==> src/verilog/rv_consts.svh <==
// word width, register count, reset pc and major opcode values for the alu core
`ifndef RV_CONSTS_SVH
`define RV_CONSTS_SVH

// datapath geometry
`define RV_XLEN      64          // integer register width
`define RV_NREGS     32          // x0..x31

// pc value right after reset
`define RV_RESET_PC  64'h0

// major opcodes, insn[6:0]
`define RV_OP_OP     7'b0110011  // add sub sll slt sltu xor srl sra or and
`define RV_OP_IMM    7'b0010011  // addi slti sltiu xori ori andi slli srli srai
`define RV_OP_OP32   7'b0111011  // addw subw sllw srlw sraw
`define RV_OP_IMM32  7'b0011011  // addiw slliw srliw sraiw
`define RV_OP_AUIPC  7'b0010111  // pc + upper immediate

`endif

==> src/verilog/rv_alu_pkg.sv <==
// decode_t, ctrl_t and retire_t records shared by the alu core blocks
`include "rv_consts.svh"

package rv_alu_pkg;

    // decoder output for the word held in the instruction register
    typedef struct packed {
        logic                is_reg;    // OP or OP-32, operand b from rs2
        logic                is_word;   // 32-bit W form
        logic                is_auipc;  // operand a from pc
        logic                illegal;   // outside the supported group
        logic [4:0]          rs1;
        logic [4:0]          rs2;
        logic [4:0]          rd;
        logic [2:0]          funct3;    // forced to add for auipc
        logic                bit30;     // sub / sra select bit
        logic [`RV_XLEN-1:0] imm;       // sign-extended, I or U type
    } decode_t;

    // fsm control word, applied by the datapath on the next edge
    typedef struct packed {
        logic       load_ins;      // capture instruction word
        logic       load_rs1;      // capture regfile port 1
        logic       load_rs2;      // capture regfile port 2
        logic       load_imm;      // capture immediate
        logic       load_alu;      // capture alu result
        logic       load_regfile;  // write rd
        logic       load_pc;       // pc += 4 and retire
        logic       sel_alu_a;     // 0 rs1, 1 pc
        logic       sel_alu_b;     // 0 rs2, 1 imm
        logic       sub_sra;       // subtract / arithmetic shift
        logic       word;          // 32-bit operation
        logic [2:0] func3;         // alu function
    } ctrl_t;

    // one completed instruction
    typedef struct packed {
        logic [`RV_XLEN-1:0] pc;       // pc of the retired instruction
        logic [4:0]          rd;
        logic [`RV_XLEN-1:0] value;    // zero for illegal or x0
        logic                illegal;
    } retire_t;

endpackage

==> src/verilog/fsm_alu.sv <==
// fsm_alu: control FSM sequencing one instruction and issuing the datapath control word
`timescale 1ns/1ps

module fsm_alu (
    input  logic                clk,
    input  logic                rst,
    input  logic                accept,  // valid and ready on this edge
    input  rv_alu_pkg::decode_t dec,
    output rv_alu_pkg::ctrl_t   ctrl,
    output logic                idle
);
    import rv_alu_pkg::*;

    localparam logic [2:0] IDLE        = 3'b000;
    localparam logic [2:0] DECODE      = 3'b001;
    localparam logic [2:0] EXECUTE_REG = 3'b010;  // register form
    localparam logic [2:0] EXECUTE_IMM = 3'b011;  // immediate form and auipc
    localparam logic [2:0] WRITEBACK   = 3'b111;

    logic [2:0] state, next;
    ctrl_t      ctrl_q;    // loads registered from the next state
    logic       set_less;  // slt / sltu need the compare path

    assign set_less = (dec.funct3 == 3'b010) || (dec.funct3 == 3'b011);
    assign idle     = (state == IDLE);

    always_ff @(posedge clk) begin
        if (rst) begin
            state <= IDLE;
        end else begin
            state <= next;
        end
    end

    // illegal words take the immediate slot with nothing loaded,
    // so every retire lands the same number of cycles after accept
    always_comb begin
        case (state)
            IDLE:        next = accept ? DECODE : IDLE;
            DECODE:      next = (dec.is_reg && !dec.illegal) ? EXECUTE_REG : EXECUTE_IMM;
            EXECUTE_REG: next = WRITEBACK;
            EXECUTE_IMM: next = WRITEBACK;
            WRITEBACK:   next = IDLE;
            default:     next = IDLE;
        endcase
    end

    always_ff @(posedge clk) begin
        if (rst) begin
            ctrl_q <= '0;
        end else begin
            ctrl_q <= '0;                                  // every enable is a one-cycle pulse
            case (next)
                DECODE: begin
                    ctrl_q.load_rs1 <= 1'b1;               // regfile ports to operand regs
                    ctrl_q.load_rs2 <= 1'b1;
                    ctrl_q.load_imm <= 1'b1;
                end
                EXECUTE_REG: begin
                    ctrl_q.load_alu <= 1'b1;
                    ctrl_q.sub_sra  <= set_less ? 1'b1 : dec.bit30; // sub, sra, slt, sltu
                    ctrl_q.word     <= dec.is_word;
                    ctrl_q.func3    <= dec.funct3;
                end
                EXECUTE_IMM: begin
                    ctrl_q.load_alu  <= !dec.illegal;
                    ctrl_q.sel_alu_a <= dec.is_auipc;      // pc as operand a
                    ctrl_q.sel_alu_b <= 1'b1;              // immediate as operand b
                    ctrl_q.sub_sra   <= (dec.funct3 == 3'b101) ? dec.bit30 : set_less;
                    ctrl_q.word      <= dec.is_word;
                    ctrl_q.func3     <= dec.funct3;
                end
                WRITEBACK: begin
                    ctrl_q.load_regfile <= !dec.illegal;   // illegal leaves rd untouched
                    ctrl_q.load_pc      <= 1'b1;           // pc advances either way
                end
                default: begin
                    ctrl_q <= '0;
                end
            endcase
        end
    end

    always_comb begin
        ctrl          = ctrl_q;
        ctrl.load_ins = accept;  // instruction register captures on the transfer edge
    end

endmodule

==> src/verilog/rv_alu.sv <==
// rv_alu: 64-bit integer alu with the 32-bit word-mode variants
`timescale 1ns/1ps
`include "rv_consts.svh"

module rv_alu (
    input  logic [`RV_XLEN-1:0] a,
    input  logic [`RV_XLEN-1:0] b,
    input  logic [2:0]          func3,
    input  logic                sub_sra,
    input  logic                word,
    output logic [`RV_XLEN-1:0] y
);

    logic [5:0]          shamt;     // 5 bits in word mode
    logic [`RV_XLEN-1:0] sum;
    logic [`RV_XLEN-1:0] shr_src;   // operand prepared for right shifts
    logic [`RV_XLEN-1:0] shr;
    logic [`RV_XLEN-1:0] res;

    assign shamt = word ? {1'b0, b[4:0]} : b[5:0];
    assign sum   = sub_sra ? (a - b) : (a + b);

    // word mode shifts the low half, zero or sign filled from bit 31
    always_comb begin
        if (word) begin
            shr_src = sub_sra ? {{(`RV_XLEN-32){a[31]}}, a[31:0]}
                              : {{(`RV_XLEN-32){1'b0}}, a[31:0]};
        end else begin
            shr_src = a;
        end
    end

    assign shr = sub_sra ? $unsigned($signed(shr_src) >>> shamt) : (shr_src >> shamt);

    always_comb begin
        case (func3)
            3'b000:  res = sum;                                        // add / sub
            3'b001:  res = a << shamt;                                 // sll
            3'b010:  res = {{(`RV_XLEN-1){1'b0}}, $signed(a) < $signed(b)}; // slt
            3'b011:  res = {{(`RV_XLEN-1){1'b0}}, a < b};              // sltu
            3'b100:  res = a ^ b;                                      // xor
            3'b101:  res = shr;                                        // srl / sra
            3'b110:  res = a | b;                                      // or
            3'b111:  res = a & b;                                      // and
            default: res = '0;
        endcase
    end

    // W results are the low 32 bits sign-extended
    assign y = word ? {{(`RV_XLEN-32){res[31]}}, res[31:0]} : res;

endmodule

==> src/verilog/rv_alu_core.sv <==
// rv_alu_core: top level joining the decoder, control FSM and datapath
`timescale 1ns/1ps

module rv_alu_core (
    input  logic                clk,
    input  logic                rst,
    input  logic                insn_valid,
    input  logic [31:0]         insn,
    output logic                insn_ready,
    output logic                retire_valid,
    output rv_alu_pkg::retire_t retire
);
    import rv_alu_pkg::*;

    logic [31:0] insn_q;  // held word, stable until the next accept
    decode_t     dec;
    ctrl_t       ctrl;
    logic        accept;  // input transfer on this edge

    assign accept = insn_valid && insn_ready;

    rv_opdecoder rv_opdecoder_i (
        .insn (insn_q),
        .dec  (dec)
    );

    fsm_alu fsm_alu_i (
        .clk    (clk),
        .rst    (rst),
        .accept (accept),
        .dec    (dec),
        .ctrl   (ctrl),
        .idle   (insn_ready)  // ready only between instructions
    );

    rv_datapath rv_datapath_i (
        .clk          (clk),
        .rst          (rst),
        .insn_in      (insn),
        .ctrl         (ctrl),
        .dec          (dec),
        .insn_q       (insn_q),
        .retire_valid (retire_valid),
        .retire       (retire)
    );

endmodule

==> src/verilog/rv_datapath.sv <==
// rv_datapath: pc, instruction, operand and result registers, operand muxes, retire record
`timescale 1ns/1ps
`include "rv_consts.svh"

module rv_datapath (
    input  logic                clk,
    input  logic                rst,
    input  logic [31:0]         insn_in,
    input  rv_alu_pkg::ctrl_t   ctrl,
    input  rv_alu_pkg::decode_t dec,
    output logic [31:0]         insn_q,
    output logic                retire_valid,
    output rv_alu_pkg::retire_t retire
);

    logic [`RV_XLEN-1:0] pc_q;
    logic [`RV_XLEN-1:0] rs1_q, rs2_q;   // operands latched in decode
    logic [`RV_XLEN-1:0] imm_q;
    logic [`RV_XLEN-1:0] alu_q;          // result latched in execute
    logic [`RV_XLEN-1:0] rdata1, rdata2;
    logic [`RV_XLEN-1:0] alu_a, alu_b, alu_y;
    logic [`RV_XLEN-1:0] wb_value;       // value reported on retire

    rv_regfile rv_regfile_i (
        .clk    (clk),
        .rst    (rst),
        .we     (ctrl.load_regfile),
        .waddr  (dec.rd),
        .raddr1 (dec.rs1),
        .raddr2 (dec.rs2),
        .wdata  (alu_q),
        .rdata1 (rdata1),
        .rdata2 (rdata2)
    );

    assign alu_a = ctrl.sel_alu_a ? pc_q : rs1_q;   // auipc uses the pc
    assign alu_b = ctrl.sel_alu_b ? imm_q : rs2_q;

    rv_alu rv_alu_i (
        .a       (alu_a),
        .b       (alu_b),
        .func3   (ctrl.func3),
        .sub_sra (ctrl.sub_sra),
        .word    (ctrl.word),
        .y       (alu_y)
    );

    assign wb_value = (dec.illegal || (dec.rd == 5'd0)) ? '0 : alu_q;

    always_ff @(posedge clk) begin
        if (ctrl.load_ins) insn_q <= insn_in;
        if (ctrl.load_rs1) rs1_q  <= rdata1;
        if (ctrl.load_rs2) rs2_q  <= rdata2;
        if (ctrl.load_imm) imm_q  <= dec.imm;
        if (ctrl.load_alu) alu_q  <= alu_y;
        if (ctrl.load_pc) begin
            retire.pc      <= pc_q;          // pc before the increment
            retire.rd      <= dec.rd;
            retire.value   <= wb_value;
            retire.illegal <= dec.illegal;
        end
    end

    always_ff @(posedge clk) begin
        if (rst) begin
            pc_q         <= `RV_RESET_PC;
            retire_valid <= 1'b0;
        end else begin
            retire_valid <= ctrl.load_pc;    // one pulse per finished instruction
            if (ctrl.load_pc) begin
                pc_q <= pc_q + `RV_XLEN'd4;
            end
        end
    end

endmodule

==> src/verilog/rv_opdecoder.sv <==
// rv_opdecoder: classifies the instruction word and builds the sign-extended immediate
`timescale 1ns/1ps
`include "rv_consts.svh"

module rv_opdecoder (
    input  logic [31:0]         insn,
    output rv_alu_pkg::decode_t dec
);

    logic [6:0] opcode;
    logic [6:0] funct7;
    logic [2:0] funct3;
    logic       is_op, is_imm, is_op32, is_imm32, is_auipc;
    logic       f7_zero, f7_alt;  // funct7 for register and W shift forms
    logic       f6_zero, f6_alt;  // funct6 for rv64 immediate shifts, shamt is 6 bits
    logic       legal;

    assign opcode   = insn[6:0];
    assign funct3   = insn[14:12];
    assign funct7   = insn[31:25];

    assign is_op    = (opcode == `RV_OP_OP);
    assign is_imm   = (opcode == `RV_OP_IMM);
    assign is_op32  = (opcode == `RV_OP_OP32);
    assign is_imm32 = (opcode == `RV_OP_IMM32);
    assign is_auipc = (opcode == `RV_OP_AUIPC);

    assign f7_zero  = (funct7 == 7'b0000000);
    assign f7_alt   = (funct7 == 7'b0100000);
    assign f6_zero  = (insn[31:26] == 6'b000000);
    assign f6_alt   = (insn[31:26] == 6'b010000);

    always_comb begin
        legal = 1'b0;
        if (is_op) begin
            legal = f7_zero || (f7_alt && (funct3 == 3'b000 || funct3 == 3'b101)); // sub, sra
        end else if (is_imm) begin
            case (funct3)
                3'b001:  legal = f6_zero;            // slli
                3'b101:  legal = f6_zero || f6_alt;  // srli / srai
                default: legal = 1'b1;
            endcase
        end else if (is_op32) begin
            case (funct3)
                3'b000:  legal = f7_zero || f7_alt;  // addw / subw
                3'b001:  legal = f7_zero;            // sllw
                3'b101:  legal = f7_zero || f7_alt;  // srlw / sraw
                default: legal = 1'b0;               // no slt/logic in W forms
            endcase
        end else if (is_imm32) begin
            case (funct3)
                3'b000:  legal = 1'b1;               // addiw
                3'b001:  legal = f7_zero;            // slliw
                3'b101:  legal = f7_zero || f7_alt;  // srliw / sraiw
                default: legal = 1'b0;
            endcase
        end else if (is_auipc) begin
            legal = 1'b1;
        end
    end

    always_comb begin
        dec.is_reg   = is_op || is_op32;
        dec.is_word  = is_op32 || is_imm32;
        dec.is_auipc = is_auipc;
        dec.illegal  = !legal;
        dec.rs1      = insn[19:15];
        dec.rs2      = insn[24:20];
        dec.rd       = insn[11:7];
        dec.funct3   = is_auipc ? 3'b000 : funct3;   // upper imm bits, not a function
        dec.bit30    = is_auipc ? 1'b0 : insn[30];
        dec.imm      = is_auipc ? {{(`RV_XLEN-32){insn[31]}}, insn[31:12], 12'b0}
                                : {{(`RV_XLEN-12){insn[31]}}, insn[31:20]};
    end

endmodule

==> src/verilog/rv_regfile.sv <==
// rv_regfile: 32 x 64 register file, x0 reads zero, two read ports
`timescale 1ns/1ps
`include "rv_consts.svh"

module rv_regfile (
    input  logic                clk,
    input  logic                rst,
    input  logic                we,
    input  logic [4:0]          waddr,
    input  logic [4:0]          raddr1,
    input  logic [4:0]          raddr2,
    input  logic [`RV_XLEN-1:0] wdata,
    output logic [`RV_XLEN-1:0] rdata1,
    output logic [`RV_XLEN-1:0] rdata2
);

    logic [`RV_XLEN-1:0] regs [`RV_NREGS];

    always_ff @(posedge clk) begin
        if (rst) begin
            for (int i = 0; i < `RV_NREGS; i++) begin
                regs[i] <= '0;                    // architectural state starts at zero
            end
        end else if (we && (waddr != 5'd0)) begin  // x0 never written
            regs[waddr] <= wdata;
        end
    end

    assign rdata1 = regs[raddr1];  // combinational read
    assign rdata2 = regs[raddr2];

endmodule
==> config.mk <==
export PLATFORM = sky130hd
export DESIGN_NAME = rv_alu_core
export DESIGN_NICKNAME = d
export VERILOG_FILES = /design/src/verilog/rv_alu_pkg.sv /design/src/verilog/fsm_alu.sv /design/src/verilog/rv_alu.sv /design/src/verilog/rv_alu_core.sv /design/src/verilog/rv_datapath.sv /design/src/verilog/rv_opdecoder.sv /design/src/verilog/rv_regfile.sv
export VERILOG_INCLUDE_DIRS = /design/src /design/src/verilog
export SDC_FILE = /design/constraint.sdc
export NUM_CORES = 2
export LEC_CHECK = 0
export BUFFER_PORTS_ARGS = -buffer_cell sky130_fd_sc_hd__buf_4
export CAP_MARGIN = 5
export CORE_ASPECT_RATIO = 1.1
export CORE_MARGIN = 2
export CORE_UTILIZATION = 46
export DETAILED_ROUTE_END_ITERATION = 6
export GPL_TIMING_DRIVEN = 1
export HOLD_SLACK_MARGIN = 0.05
export PLACE_DENSITY = 0.6
export SYNTH_ARGS = -nofsm -noshare
export SYNTH_HDL_FRONTEND = slang
export SYNTH_SLANG_ARGS = --single-unit
==> constraint.sdc <==
create_clock -name clk -period 12.1 [get_ports clk]
set_input_delay 0.605 -clock clk [delete_from_list [all_inputs] [get_ports clk]]
set_output_delay 0.605 -clock clk [all_outputs]
set_load 0.03 [all_outputs]
### Word level (Yosys, flattened, before mapping)

Memories as Yosys holds them, arrays and structs flattened. A register that Yosys moved wholly into a read port is not among the register bits.
Index checks and enable logic that the tools add are counted.

* bits in registers: 343
* bits in latches: 0
* RAM bits: 2048
* memory bits (read-only): 0
* bits of input ports: 35
* output and inout port bits: 136
* word-level logic and storage cells: 125
* memories: 1

Memory list
* rv_datapath_i.rv_regfile_i.regs: words 32, bits a word 64, rd ports 2, clocked after Yosys merged registers in 2, write ports 32, RTL line rv_regfile.sv:17 `` logic [`RV_XLEN-1:0] regs [`RV_NREGS]; ``

* add/sub/neg operators: 3
* $mul: 0
* div/mod/pow operators: 0
* $lt $le $gt $ge: 2
* equal/unequal tests: 26
* shift-type cells: 3
* muxes and demuxes: 38
* bitwise gates (word level): 5
* reductions and logical operators: 25

Operator list (count)
* 64-bit two-way mux: 8
* 64-bit case mux with 8 select lines: 1
* 64-bit < comparator: 2
* 64-bit by 3-bit adder with 64-bit output (second input constant): 1
* 64-bit adder: 1
* 64-bit bitwise AND: 1
* 64-bit bitwise OR: 1
* 64-bit OR reduction: 1
* 64-bit by 6-bit << shifter with 64-bit output: 1
* 64-bit by 6-bit right shift with 64-bit output: 1
* 64-bit by 6-bit >>> shifter with 64-bit output: 1
* 64-bit subtractor: 1
* 64-bit bitwise XOR: 1
* 31-bit two-way mux: 1
* 3-bit by 2-bit equality test with 1-bit output (second input constant): 8
* 3-bit equality test (second input constant): 7
* 7-bit by 5-bit equality test with 1-bit output (second input constant): 3
* 7-bit by 6-bit equality test with 1-bit output (second input constant): 3
* 1-bit two-way mux: 18
* 3-bit by 1-bit equality test with 1-bit output (second input constant): 4
* 5-bit case mux with 2 select lines: 1
* 3-bit logical NOT: 3
* 3-bit case mux with 3 select lines: 1
* 1-bit logical OR: 8
* other kinds (14): 24

### Logic depth before layout (Yosys ltp)

* depth in word-level cells: 13
* depth in mapped cells: 22
* mapped depth without buffers: 16

### Hierarchy

Synthesis repeated with hierarchy kept, for this count alone.

* cells, all modules: 11239
* area total of the unflattened synthesis: 146056.3 um^2

Modules (own cells, without submodules)
* rv_regfile: instances 1, cells each 7001, area each 106912.5 um^2, seq. area each 61499.0 um^2
* rv_alu: instances 1, cells each 3083, area each 20307.0 um^2, seq. area each 0.0 um^2
* rv_datapath: instances 1, cells each 997, area each 17533.1 um^2, seq. area each 13873.3 um^2
* rv_opdecoder: instances 1, cells each 115, area each 823.3 um^2, seq. area each 0.0 um^2
* fsm_alu: instances 1, cells each 42, area each 474.2 um^2, seq. area each 280.3 um^2
* rv_alu_core: instances 1, cells each 1, area each 6.3 um^2, seq. area each 0.0 um^2

### Least setup slack after synthesis

Ideal clock, no wire load.

* path kind: reg2reg
* from: reg fsm_alu_i.ctrl_q (netlist bit fsm_alu_i.ctrl[7])
* to: reg rv_datapath_i.pc_q[57]
* library setup time: 0.128 ns
* arrival time: 6.354 ns
* required time: 11.972 ns
* path slack: 5.619 ns
* cell stages (with the launch flop): 14
* buffers on the path: 1
* period minus slack after synthesis: 6.481 ns
* path through: dfxtp_1 > nand4_1 > or4_1 > buf_2 > nor2_2 > and3_2 > and2b_2 > nand2_2 > nor2_2 > nand3_1 > nor4_1 > nand4_1 > xor2_1 > nor2_1

RTL lines
* start: declaration: RTL line fsm_alu.sv:21 `ctrl_t ctrl_q;`
* end signal: assignment: RTL line rv_datapath.sv:66 `` pc_q <= `RV_RESET_PC; ``
* end signal: assignment: RTL line rv_datapath.sv:71 `` pc_q <= pc_q + `RV_XLEN'd4; ``
* end: declaration: RTL line rv_datapath.sv:16 `` logic [`RV_XLEN-1:0] pc_q; ``

### Worst setup path in the final report

* from: reg fsm_alu_i.ctrl_q (netlist bit fsm_alu_i.ctrl[5])
* to: reg rv_datapath_i.alu_q[57] (data pin)

* longest elaborated chain between the ends: 6
* elaborated cells between the ends (all ways): 14
* those cells by class: add/sub (2); shift (3); mux (6); bitwise (3)

Ends and longest elaborated chain
* 64-bit two-way mux *: RTL line rv_datapath.sv:37 `assign alu_b = ctrl.sel_alu_b ? imm_q : rs2_q;`
* branches (longest 3 deep; another with 64-bit adder)
* 64-bit case mux with 8 select lines *: RTL line rv_alu.sv:36 `case (func3)`
* 64-bit two-way mux *: RTL line rv_alu.sv:50 `` assign y = word ? {{(`RV_XLEN-32){res[31]}}, res[31:0]} : res; ``
* via rv_datapath_i.alu_y[57]: RTL line rv_datapath.sv:21 `` logic [`RV_XLEN-1:0] alu_a, alu_b, alu_y; ``
* end signal: assignment: RTL line rv_datapath.sv:55 `if (ctrl.load_alu) alu_q <= alu_y;`
* end: declaration: RTL line rv_datapath.sv:19 `` logic [`RV_XLEN-1:0] alu_q; ``

Mark *: on every way through the listed nets, which the timed path passes.
A chain may end at the register's enable or synchronous reset.

==> results.py <==
metrics = {
    "yosys": {
        "yosys_register_bits": 2513,
        "postSynthAreaPerCell_um2": 13.6,
        "synth_warnings": 0,
        "synth-seq-area-share": 0.519,
        "yosysTopAreaCellShare": 0.508,
        "synth_most_common_cell": "edfxtp_1",
        "async_flop_share": 0,
        "synthTopCellsByCount": "2,436 x edfxtp_1, 2,074 x and2_1, 1,282 x mux4_2",
        "ys_types": 113,
        "syn_inst": 10577,
        "synthTopCellsByArea": "edfxtp_1 51%, mux4_2 20%, and2_1 9.0%",
        "synth_ff_type": "edfxtp_1",
        "synth_top_area_cell": "edfxtp_1",
        "synth_edf_count": 2436,
        "syn_area_mm2": 0.144,
    },
    "detailed_routing": {
        "drc": 0,
        "detailroute.via_count": 102935,
        "drt_iter0_markers": 18883,
        "avgRoutedWirePerCell_um": 41.2,
        "drtAntennaViolNets": 0,
        "drtPass1Iterations": 6,
        "viasPerCell": 6.96,
        "wl_um": 609000,
    },
    "global_route": {
        "grt_pass1_wl_um": 827000,
        "grt_max_degree": 135,
        "grt_usage": 0.380,
        "antenna_found_initial": 78,
        "grt_overflow": 0,
        "grt_pass1_vias": 99628,
    },
    "place": {
        "post-place-ws_ns": 4.98,
        "portBuffers": 168,
        "dp_hpwl_um": 379000,
        "gp_congestion": 1.08,
    },
    "setup_path": {
        "required_ns": 12.73,
        "rrSetupSlack_ns": 4.87,
        "rr_worst_depth": 17,
        "crit_path_max_fanout": 36,
        "critical_path_class": "register to register",
        "crit_chain": "buf_4 -> mux2i_4 -> buf_4 -> inv_4 -> ha_1 -> nand3_1 -> a21boi_0 -> o2111ai_1 -> a2111oi_0 -> o21ai_0 -> a31oi_1 -> o21ai_1 -> o41ai_1 -> a22oi_1 -> xnor2_1 -> nor2_1 -> o21ai_1",
        "worstPathArrival_ns": 7.86,
        "reg2reg_from": "fsm_alu_i.ctrl[5]$_SDFF_PP0_",
        "r2r_end": "rv_datapath_i.alu_q[57]$_DFFE_PP_",
        "endpoint_kind": "register",
        "worstSetupStartpointType": "register",
        "crit_path_top_delay_cell": "a2111oi_0",
        "cpPeakStageDelay_ns": 1.23,
    },
    "sta": {
        "grt_setup_unrepaired": "false",
        "finalHoldViolations": 0,
        "slew_violations": 35,
        "fmax_ghz": 0.138,
        "finalClockSkew_ns": 0.0497,
        "setup_ws_ns": 4.87,
        "setup_violations": 0,
        "fin_tns_setup_ns": 0,
        "slew_headroom": -0.0272,
        "period_share": 0.598,
        "period_minus_slack_ns": 7.23,
        "worstMarginPinSlew_ns": 1.54,
    },
    "pwr": {
        "ir_drop_uv": 118,
        "powerDensity_mw_per_mm2": 162,
        "finalPower_uw": 25800,
        "power.leakage_uw": 0.0568,
    },
    "run_status": {
        "outcome": "finished with violations",
        "violations": "max-capacitance violations, max-slew violations",
    },
    "floorplan": {
        "num_io_pins": 171,
        "core_mm2": 0.312,
        "start_util": 0.462,
        "die-height_um": 591,
        "die_area_mm2": 0.317,
        "die_width_um": 537,
        "num_rows": 215,
    },
    "job": {
        "drv_cap": 1,
    },
    "clock_tree": {
        "clk_latency_ns": 0.93,
        "cts_buffer_depth": 4,
        "clk_pin_slew_ns": 0.07,
        "htree_levels": 5,
        "cts_tree": "yes",
        "post_cts_buffers": 0,
        "cts_resized": 0,
        "cts_hold_buf": 32,
        "cts_buffers": 285,
        "clock-sinks": 2513,
        "root_buffer": "clkbuf_16",
    },
    "finish": {
        "layout-drive-gt1-share": 0.231,
        "nets": 10620,
        "syn_to_final_growth_pct": 10.5,
        "fill_cells": 26231,
    },
    "min_path": {
        "min_to": "rv_datapath_i.rv_regfile_i.regs[0][6]$_SDFFCE_PN0P_",
        "min_from": "rst",
        "whs_path_depth": 1,
        "hold_path.class": "primary input to register",
    },
}
## worst max path at each step
stage / slack [ns] / end / startpoint / depth (start not counted)
after floorplan: 5.62 / rv_datapath_i.pc_q[57]$_SDFFE_PP0P_ / fsm_alu_i.ctrl[7]$_SDFF_PP0_ / 13
after global placement: 5.08 / rv_datapath_i.alu_q[57]$_DFFE_PP_ / fsm_alu_i.ctrl[5]$_SDFF_PP0_ / 17
after detailed placement: 4.98 / rv_datapath_i.alu_q[59]$_DFFE_PP_ / fsm_alu_i.ctrl[5]$_SDFF_PP0_ / 17
after CTS: 4.96 / rv_datapath_i.alu_q[57]$_DFFE_PP_ / fsm_alu_i.ctrl[5]$_SDFF_PP0_ / 17
after global routing: 4.82 / rv_datapath_i.alu_q[59]$_DFFE_PP_ / fsm_alu_i.ctrl[5]$_SDFF_PP0_ / 17
final: 4.87 / rv_datapath_i.alu_q[57]$_DFFE_PP_ / fsm_alu_i.ctrl[5]$_SDFF_PP0_ / 17
## stage by stage
stage / instances / hold WS, ns / util / instance area (µm²)
2_1_floorplan: 10642 / 0.442 / - / 144000
3_3_place_gp: 14183 / 0.514 / 0.480 / 149000
3_5_place_dp: 14189 / 0.527 / 0.480 / 150000
4_1_cts: 14731 / 0.0854 / 0.510 / 159000
5_1_grt: 14741 / 0.119 / 0.510 / 159000
6_report: 14799 / 0.139 / 0.511 / 159000
## per-layer routing
metal / track usage / vias to the layer above / wire length, µm / share of wire
met4: 0.189 / 18 / 34700 / 0.057
met5: 0 / - / 123 / 0.00020
li1: - / 39813 / - / -
met1: 0.506 / 53109 / 218000 / 0.36
met3: 0.0932 / 1597 / 80600 / 0.13
met2: 0.581 / 8398 / 276000 / 0.45
## worst max-delay path: cells and delay by family (launching register included)
kind / cells / cell delay (ns)
flip-flops: 1 / 0.42
buffers and inverters: 3 / 1.34
XOR/XNOR: 1 / 0.17
multiplexers: 1 / 0.13
adder cells (fa/ha/maj): 1 / 0.35
AND/OR/NAND/NOR: 2 / 0.24
AO/OA/AOI/OAI: 9 / 4.18
## flip-flops by register name, indices dropped and copies added, names as in the netlist
register and count:
rv_datapath_i.rs2_q 64, fsm_alu_i.state 3, rv_datapath_i.retire 132, rv_datapath_i.alu_q 64
rv_datapath_i.pc_q 62, fsm_alu_i.ctrl 11, rv_datapath_i.rs1_q 64, rv_datapath_i.retire_valid 1
rv_datapath_i.imm_q 32, rv_datapath_i.insn_q 32, rv_datapath_i.rv_regfile_i.regs 2048
## cell usage in the layout, fill, tap and decap left out, types with 67 or more instances in the layout
| cell type | instances |
|---|---|
| mux4_2 | 1282 |
| dfxtp_1 | 67 |
| nand2_1 | 461 |
| mux2i_1 | 235 |
| clkbuf_16 | 292 |
| a21oi_1 | 432 |
| nor3_1 | 77 |
| nand3_1 | 72 |
| inv_1 | 209 |
| ha_1 | 194 |
| xnor2_1 | 67 |
| nor2_1 | 464 |
| mux2_2 | 152 |
| edfxtp_1 | 2436 |
| buf_4 | 415 |
| o21ai_0 | 378 |
| and2_1 | 2073 |
## kinds of logic after synthesis
group           after synthesis  synth area share
flops                      2513             0.519
xor+xnor                    109           0.00663
compound gates             1380            0.0597
other cells                   1         0.0000261
simple gates               3429             0.132
fa+ha+maj                   196            0.0171
mux                        1698             0.232
buf+inv                    1251            0.0337
## where the power goes
| group | internal [µW] | switching, µW |
|---|---|---|
| Sequential | 10000 | 294 |
| Clock | 4880 | 3750 |
| Combinational | 2370 | 4500 |
| Total | 17300 | 8550 |
## cell type report
class	count	area, µm²	share of cell area
well taps	4123	5160	0.0324
clock inverters	152	1350	0.00849
inverters	227	861	0.00541
diodes	64	160	0.00101
clock buffers	358	7630	0.0480
multi-input cells	6878	65000	0.409
flip-flops and latches	2513	74700	0.470
repair buffers	484	4180	0.0263
Power figures use the tool's default switching activity.
